File: src/sump_pkg.sv
`default_nettype none

package sump_pkg;

  // Serial timing
  localparam int CLKS_PER_BIT = 8;       // Clock cycles per serial bit
  localparam int FRAME_BITS   = 10;      // Start, eight data, stop
  localparam int CLK_DIV_W    = $clog2(CLKS_PER_BIT);

  typedef logic [CLK_DIV_W-1:0] clk_div_t;

  // Short SUMP opcodes; anything with bit 7 set is a long command
  typedef enum logic [7:0] {
    CMD_RESET    = 8'h00,
    CMD_RUN      = 8'h01,
    CMD_ID       = 8'h02,
    CMD_METADATA = 8'h04,
    CMD_XON      = 8'h11,
    CMD_XOFF     = 8'h13
  } sump_opcode_e;

  typedef enum logic {
    REPLY_ID,
    REPLY_META
  } reply_kind_e;

  // Identity reply, first byte first
  localparam int ID_LEN    = 4;
  localparam int ID_IDX_W  = $clog2(ID_LEN);
  localparam logic [7:0] ID_BYTES [ID_LEN] = '{"1", "A", "L", "S"};

  // Metadata reply, ends with a zero byte
  localparam int META_LEN   = 31;
  localparam int META_IDX_W = $clog2(META_LEN);

  typedef logic [META_IDX_W-1:0] meta_idx_t;

  localparam logic [7:0] META_BYTES [META_LEN] = '{
    8'h01,                                     // Device name
    "s", "u", "m", "p", " ", "l", "i", "n", "k",
    8'h00,
    8'h02,                                     // Firmware version
    "0", ".", "1",
    8'h00,
    8'h21,                                     // Sample memory, 16 KiB
    8'h00, 8'h00, 8'h40, 8'h00,
    8'h23,                                     // Max sample rate, 100 MHz
    8'h05, 8'hF5, 8'hE1, 8'h00,
    8'h40,                                     // Probe count
    8'h08,
    8'h41,                                     // Protocol version
    8'h02,
    8'h00                                      // End of table
  };

endpackage

`default_nettype wire
File: src/sump_link.sv
`default_nettype none

module sump_link (
  input  logic clock,
  input  logic reset_n,
  input  logic rx,
  output logic tx,
  output logic reply_busy
);

  logic [7:0]            rx_byte;
  logic                  rx_valid;
  logic                  reply_start;
  sump_pkg::reply_kind_e reply_kind;
  logic                  paused;      // XOFF from the host
  logic                  tx_start;
  logic [7:0]            tx_data;
  logic                  tx_busy;

  uart_rx u_uart_rx (
    .clock    (clock),
    .reset_n  (reset_n),
    .rx       (rx),
    .rx_byte  (rx_byte),
    .rx_valid (rx_valid)
  );

  sump_cmd_decoder u_decoder (
    .clock       (clock),
    .reset_n     (reset_n),
    .rx_byte     (rx_byte),
    .rx_valid    (rx_valid),
    .reply_start (reply_start),
    .reply_kind  (reply_kind),
    .paused      (paused)
  );

  metadata_sender u_sender (
    .clock       (clock),
    .reset_n     (reset_n),
    .reply_start (reply_start),
    .reply_kind  (reply_kind),
    .paused      (paused),
    .tx_busy     (tx_busy),
    .tx_start    (tx_start),
    .tx_data     (tx_data),
    .reply_busy  (reply_busy)
  );

  uart_tx u_uart_tx (
    .clock    (clock),
    .reset_n  (reset_n),
    .tx_start (tx_start),
    .tx_data  (tx_data),
    .tx       (tx),
    .tx_busy  (tx_busy)
  );

endmodule

`default_nettype wire

File: src/metadata_sender.sv
`default_nettype none

module metadata_sender (
  input  logic                  clock,
  input  logic                  reset_n,
  input  logic                  reply_start,
  input  sump_pkg::reply_kind_e reply_kind,
  input  logic                  paused,
  input  logic                  tx_busy,
  output logic                  tx_start,
  output logic [7:0]            tx_data,
  output logic                  reply_busy
);

  typedef enum logic [1:0] {
    S_IDLE,
    S_SEND,
    S_WAIT_RISE,
    S_WAIT_FALL
  } send_state_e;

  send_state_e           state;
  sump_pkg::reply_kind_e kind_q;
  sump_pkg::meta_idx_t   idx;           // Byte position in the reply
  logic                  last_byte;

  assign last_byte = (kind_q == sump_pkg::REPLY_ID)
                   ? (idx == sump_pkg::meta_idx_t'(sump_pkg::ID_LEN - 1))
                   : (idx == sump_pkg::meta_idx_t'(sump_pkg::META_LEN - 1));

  assign tx_data = (kind_q == sump_pkg::REPLY_ID)
                 ? sump_pkg::ID_BYTES[idx[sump_pkg::ID_IDX_W-1:0]]
                 : sump_pkg::META_BYTES[idx];

  // Pause only holds off the next strobe, never a frame in flight
  assign tx_start   = (state == S_SEND) && !paused && !tx_busy;
  assign reply_busy = (state != S_IDLE);

  always_ff @(posedge clock or negedge reset_n) begin
    if (!reset_n) begin
      state  <= S_IDLE;
      kind_q <= sump_pkg::REPLY_ID;
      idx    <= '0;
    end else begin
      case (state)
        S_IDLE: begin
          idx <= '0;
          if (reply_start) begin
            kind_q <= reply_kind;
            state  <= S_SEND;
          end
        end
        S_SEND: begin
          if (tx_start) state <= S_WAIT_RISE;
        end
        S_WAIT_RISE: begin
          if (tx_busy) state <= S_WAIT_FALL;      // Transmitter took the byte
        end
        S_WAIT_FALL: begin
          if (!tx_busy) begin
            if (last_byte) begin
              state <= S_IDLE;
            end else begin
              idx   <= idx + 1'b1;
              state <= S_SEND;
            end
          end
        end
        default: state <= S_IDLE;
      endcase
    end
  end

endmodule

`default_nettype wire

File: src/sump_cmd_decoder.sv
`default_nettype none

module sump_cmd_decoder (
  input  logic                  clock,
  input  logic                  reset_n,
  input  logic [7:0]            rx_byte,
  input  logic                  rx_valid,
  output logic                  reply_start,
  output sump_pkg::reply_kind_e reply_kind,
  output logic                  paused
);

  typedef enum logic {
    DEC_OPCODE,
    DEC_ARGS
  } dec_state_e;

  dec_state_e state;
  logic [1:0] arg_cnt;        // Four argument bytes per long command

  always_ff @(posedge clock or negedge reset_n) begin
    if (!reset_n) begin
      state       <= DEC_OPCODE;
      arg_cnt     <= '0;
      reply_start <= 1'b0;
      paused      <= 1'b0;
    end else begin
      reply_start <= 1'b0;
      if (rx_valid) begin
        case (state)
          DEC_OPCODE: begin
            if (rx_byte[7]) begin
              state   <= DEC_ARGS;
              arg_cnt <= '0;
            end else begin
              case (sump_pkg::sump_opcode_e'(rx_byte))
                sump_pkg::CMD_ID,
                sump_pkg::CMD_METADATA: reply_start <= 1'b1;
                sump_pkg::CMD_XOFF:     paused <= 1'b1;
                sump_pkg::CMD_XON,
                sump_pkg::CMD_RESET:    paused <= 1'b0;
                default: ;                             // RUN and unknown codes
              endcase
            end
          end
          DEC_ARGS: begin
            arg_cnt <= arg_cnt + 1'b1;
            if (arg_cnt == 2'd3) state <= DEC_OPCODE;
          end
          default: state <= DEC_OPCODE;
        endcase
      end
    end
  end

  // Kind is only looked at together with reply_start
  always_ff @(posedge clock) begin
    if (rx_valid && state == DEC_OPCODE) begin
      reply_kind <= (rx_byte == sump_pkg::CMD_ID) ? sump_pkg::REPLY_ID
                                                  : sump_pkg::REPLY_META;
    end
  end

endmodule

`default_nettype wire

File: src/uart_tx.sv
`default_nettype none

module uart_tx (
  input  logic       clock,
  input  logic       reset_n,
  input  logic       tx_start,
  input  logic [7:0] tx_data,
  output logic       tx,
  output logic       tx_busy
);

  logic [sump_pkg::FRAME_BITS-1:0] shift;    // Bit 0 is the line
  sump_pkg::clk_div_t              div;
  logic [3:0]                      bit_cnt;
  logic                            bit_end;

  assign bit_end = (div == sump_pkg::clk_div_t'(sump_pkg::CLKS_PER_BIT - 1));
  assign tx      = shift[0];

  always_ff @(posedge clock or negedge reset_n) begin
    if (!reset_n) begin
      shift   <= '1;                                 // Line idles high
      tx_busy <= 1'b0;
      div     <= '0;
      bit_cnt <= '0;
    end else if (!tx_busy) begin
      div     <= '0;
      bit_cnt <= '0;
      if (tx_start) begin
        shift   <= {1'b1, tx_data, 1'b0};            // Stop, data, start
        tx_busy <= 1'b1;
      end
    end else if (bit_end) begin
      div     <= '0;
      shift   <= {1'b1, shift[sump_pkg::FRAME_BITS-1:1]};
      bit_cnt <= bit_cnt + 1'b1;
      // Busy ends with the last cycle of the stop bit
      if (bit_cnt == 4'(sump_pkg::FRAME_BITS - 1)) tx_busy <= 1'b0;
    end else begin
      div <= div + 1'b1;
    end
  end

endmodule

`default_nettype wire

File: src/uart_rx.sv
`default_nettype none

module uart_rx (
  input  logic       clock,
  input  logic       reset_n,
  input  logic       rx,
  output logic [7:0] rx_byte,
  output logic       rx_valid
);

  typedef enum logic [1:0] {
    RX_IDLE,
    RX_START,
    RX_DATA,
    RX_STOP
  } rx_state_e;

  rx_state_e          state;
  logic               rx_meta;
  logic               rx_sync;
  logic               rx_prev;     // Previous synced level for edge detect
  sump_pkg::clk_div_t div;
  logic [2:0]         bit_cnt;
  logic [7:0]         shift;
  logic               half_bit;
  logic               full_bit;

  assign half_bit = (div == sump_pkg::clk_div_t'(sump_pkg::CLKS_PER_BIT / 2 - 1));
  assign full_bit = (div == sump_pkg::clk_div_t'(sump_pkg::CLKS_PER_BIT - 1));

  // Two-flop synchronizer plus one stage for the falling edge
  always_ff @(posedge clock or negedge reset_n) begin
    if (!reset_n) begin
      rx_meta <= 1'b1;
      rx_sync <= 1'b1;
      rx_prev <= 1'b1;
    end else begin
      rx_meta <= rx;
      rx_sync <= rx_meta;
      rx_prev <= rx_sync;
    end
  end

  always_ff @(posedge clock or negedge reset_n) begin
    if (!reset_n) begin
      state    <= RX_IDLE;
      div      <= '0;
      bit_cnt  <= '0;
      rx_valid <= 1'b0;
    end else begin
      rx_valid <= 1'b0;
      case (state)
        RX_IDLE: begin
          div     <= '0;
          bit_cnt <= '0;
          if (rx_prev && !rx_sync) state <= RX_START;   // Start edge
        end
        RX_START: begin
          if (half_bit) begin
            div   <= '0;
            state <= rx_sync ? RX_IDLE : RX_DATA;       // Glitch check
          end else begin
            div <= div + 1'b1;
          end
        end
        RX_DATA: begin
          if (full_bit) begin
            div     <= '0;
            bit_cnt <= bit_cnt + 1'b1;
            if (bit_cnt == 3'd7) state <= RX_STOP;
          end else begin
            div <= div + 1'b1;
          end
        end
        RX_STOP: begin
          if (full_bit) begin
            rx_valid <= rx_sync;                        // Low stop bit drops frame
            state    <= RX_IDLE;
          end else begin
            div <= div + 1'b1;
          end
        end
        default: state <= RX_IDLE;
      endcase
    end
  end

  // Data bits arrive LSB first
  always_ff @(posedge clock) begin
    if (state == RX_DATA && full_bit) shift <= {rx_sync, shift[7:1]};
    if (state == RX_STOP && full_bit) rx_byte <= shift;
  end

endmodule

`default_nettype wire

File: config.mk
export PLATFORM = sky130hd
export DESIGN_NAME = sump_link
export DESIGN_NICKNAME = d
export VERILOG_FILES = /design/src/sump_pkg.sv /design/src/sump_link.sv /design/src/metadata_sender.sv /design/src/sump_cmd_decoder.sv /design/src/uart_tx.sv /design/src/uart_rx.sv
export SDC_FILE = /design/constraint.sdc
export NUM_CORES = 1
export LEC_CHECK = 0
export BUFFER_PORTS_ARGS = -buffer_cell sky130_fd_sc_hd__buf_2
export CAP_MARGIN = 20
export CORE_ASPECT_RATIO = 1.4
export CORE_UTILIZATION = 42
export DETAILED_ROUTE_END_ITERATION = 12
export GPL_TIMING_DRIVEN = 0
export PLACE_DENSITY = 0.6
export SYNTH_ARGS = -nofsm -noshare
export SYNTH_HDL_FRONTEND = slang
export SYNTH_SLANG_ARGS = --single-unit
File: constraint.sdc
create_clock -name clock -period 2 [get_ports clock]
set_clock_uncertainty 0.15 [all_clocks]
set_input_delay 0.2 -clock clock [delete_from_list [all_inputs] [get_ports clock]]
set_output_delay 0.2 -clock clock [all_outputs]
set_load 0.02 [all_outputs]
==> flow_metrics.py <==
metrics = {
    "hold_path": {
        "min_path_type": "in2async",
    },
    "setup_path": {
        "startpoint_type": "flip-flop",
        "crit_required_ns": 2.10,
        "cp.arrival_ns": 2.00,
        "crit_type": "reg2reg",
        "path_cells": "ha_1 > ha_1 > buf_2 > and2_1 > clkbuf_2 > nor2_1 > a221oi_2 > o21ai_0",
        "worstPathMaxFanout": 10,
        "slowest_stage": "dfrtp_1",
        "cp_common_cell": "ha_1",
        "crit_path_end_kind": "flip-flop",
        "slowest_delay_ns": 0.38,
    },
    "global_routing": {
        "grt_overflow_total": 0,
        "grt_pass1_wl_mm": 11.2,
        "grt_max_degree": 43,
        "grt_pass1_vias": 2435,
        "grt_usage": 0.174,
        "antenna_found_initial": 0,
    },
    "layout": {
        "syn_to_final_growth_pct": 13.0,
        "diodes": 0,
        "fin_nets": 366,
        "fill_cells": 698,
        "drive_gt1_frac": 0.210,
        "instances_no_fill": 443,
        "design_area_sq_um": 3770,
    },
    "floorplan": {
        "die_x_um": 77.4,
        "die-area_sq_um": 8320,
        "row_count": 38,
        "ios": 5,
        "die_height_um": 108,
        "core_sq_um": 7750,
        "start_util": 0.431,
    },
    "power_and_ir_drop": {
        "ir_drop_v": 0.000660,
        "leakage_uw": 0.00153,
        "power_density_nw_per_um2": 1120,
    },
    "timing": {
        "hold_viol": 0,
        "fin_crit_sh": 0.951,
        "setup_violations": 0,
        "worst_pin_slew_ns": 0.420,
        "period_needed_ns": 1.90,
        "fmaxAchievable_ghz": 0.526,
        "rsz0062_at_grt": "true",
        "max_slew_margin": 0.720,
        "maxSlewViolCount": 0,
    },
    "placement": {
        "place_area_sq_um": 3490,
        "gp_congestion": 0.849,
        "dp.final_hpwl_mm": 4.74,
        "port_buffers": 4,
        "placedCellCount": 422,
    },
    "drt": {
        "via_per_inst": 5.41,
        "routedWlPerCell_um": 14.6,
        "dr_total_vias": 2395,
        "drt_wl_total_mm": 6.48,
        "first_pass_iters": 4,
        "drt-initial-drc-count": 168,
        "ant_nets": 0,
        "drcViolationCount": 0,
    },
    "logic_synthesis": {
        "yosysMostFrequentCell": "dfrtp_1",
        "synth_area_sq_um": 3340,
        "synthDistinctLibCells": 60,
        "syn_inst": 318,
        "synth_top_area_frac": 0.225,
        "synth_edf_count": 17,
        "synth_flop_cell": "dfrtp_1",
        "synth-seq-area-share": 0.472,
        "synth_warnings": 0,
        "async_flop_share": 0.712,
        "syn_area_per_cell_sq_um": 10.5,
        "yosysTopAreaCell": "dfrtp_1",
        "synth-seq-cells": 59,
        "synth_area_leaders": "dfrtp_1, edfxtp_1, dfstp_2",
        "synthTopCellsByCount": "dfrtp_1, nand2_1, ha_1, inv_1, o21ai_0",
        "synth_nets": 346,
    },
    "cts": {
        "clock_path_buffers": 2,
        "cts_made_buffers": 9,
        "clk_pin_slew_ns": 0.07,
        "clock_latency_ns": 0.33,
        "cts_max_level": 3,
        "cts_tree": "built",
        "cts_root_buf": "clkbuf_8",
        "cts.sinks": 59,
    },
    "flow_run": {
        "maxCapViolations": 0,
    },
    "outcome": {
        "outcome": "finished, final reports clean",
    },
}
layer usage:
metal / share of wire / up-vias / global-route usage
li1: - / 1188 / -
met1: 0.41 / 1161 / 0.189
met2: 0.53 / 35 / 0.307
met3: 0.030 / 11 / 0.0415
met4: 0.028 / 0 / 0.102
met5: 0 / - / 0
registers in the layout, summed over array words and instances, names as in the netlist, 3 cells and up, named ones only:
signal	count
u_uart_rx.bit_cnt	3
u_uart_tx.div	3
u_uart_rx.div	3
u_uart_tx.bit_cnt	4
u_sender.idx	5
u_uart_rx.shift	8
u_uart_tx.shift	9
u_uart_rx.rx_byte	8
worst max-delay path: cells and delay by family (launching register included):
family	cells	cell delay, ns
flip-flops	1	0.38
adder cells (fa/ha/maj)	2	0.35
AO/OA/AOI/OAI	2	0.18
buffers and inverters	2	0.35
AND/OR/NAND/NOR	2	0.41
final timing paths:
| path | cells after the start | startpoint | slack, ns | to |
|---|---|---|---|---|
| setup / recovery | 8 | u_uart_tx.div[0]$_DFF_PN0_ | 0.1 | u_uart_tx.shift[2]$_DFFE_PN1P_ |
| hold / removal | 2 | reset_n | 0.11 | u_uart_rx.div[1]$_DFFE_PN0N_ |
| setup reg to reg | 8 | u_uart_tx.div[0]$_DFF_PN0_ | 0.1 | u_uart_tx.shift[2]$_DFFE_PN1P_ |
| hold reg to reg | 0 | u_uart_rx.rx_meta$_DFF_PN1_ | 0.21 | u_uart_rx.rx_sync$_DFF_PN1_ |
| max in group asynchronous | 3 | reset_n | 1.08 | u_uart_rx.rx_sync$_DFF_PN1_ |
| min in group clock | 0 | u_uart_rx.rx_meta$_DFF_PN1_ | 0.21 | u_uart_rx.rx_sync$_DFF_PN1_ |
kinds of logic after synthesis:
family | after synthesis | share of synthesized area
compound gates | 82 | 0.178
buf+inv | 42 | 0.0554
simple gates | 97 | 0.162
fa+ha+maj | 25 | 0.0936
mux | 9 | 0.0285
flops | 59 | 0.472
xor+xnor | 4 | 0.0105
through the flow:
step	power [uW]	setup TNS [ns]	utilization	hold slack, ns	worst slack (ns)
2_1_floorplan	2820	0	-	-0.246	0.203
3_3_place_gp	3130	-0.432	0.450	0.155	-0.0422
3_5_place_dp	3180	-0.470	0.450	0.157	-0.0474
4_1_cts	4250	0	0.479	0.208	0.0289
5_1_grt	4560	-0.000113	0.487	0.104	-0.0000639
6_report	4240	0	0.487	0.105	0.0981
report_power, final:
part	internal (uW)	switching, uW
Combinational	652	839
Clock	569	457
Sequential	1530	187
Total	2750	1480
area by class of cell:
| class | instances | area (sq um) | share of cell area |
|---|---|---|---|
| multi-input combinational | 217 | 1620 | 0.428 |
| sequential | 59 | 1580 | 0.418 |
| tap | 100 | 125 | 0.0331 |
| clock buffer | 9 | 124 | 0.0328 |
| buffer | 18 | 98.8 | 0.0262 |
| inverter | 24 | 90.1 | 0.0239 |
| timing repair buffer | 9 | 75.1 | 0.0199 |
| clock inverter | 7 | 68.8 | 0.0182 |
cells in the final DEF (no fill, tap or decap), types with 5 or more instances in the layout:
| cell type | count |
|---|---|
| a21oi_1 | 16 |
| a22o_1 | 7 |
| and2_1 | 8 |
| buf_2 | 12 |
| clkbuf_1 | 5 |
| clkbuf_8 | 9 |
| dfrtp_1 | 29 |
| dfstp_2 | 12 |
| edfxtp_1 | 17 |
| ha_1 | 23 |
| inv_1 | 24 |
| mux2i_1 | 5 |
| nand2_1 | 28 |
| nand2b_1 | 9 |
| nand3_1 | 6 |
| nor2_1 | 14 |
| nor3b_1 | 5 |
| o21ai_0 | 19 |
what timing repair did:
item	in CTS	in global routing
resized for setup	5	7
pin swaps	1	0
setup buffers	1	1
endpoints found under the setup margin	20	15
hold endpoints to repair	31	0
hold buffers	2	0
Power figures use the tool's default switching activity.
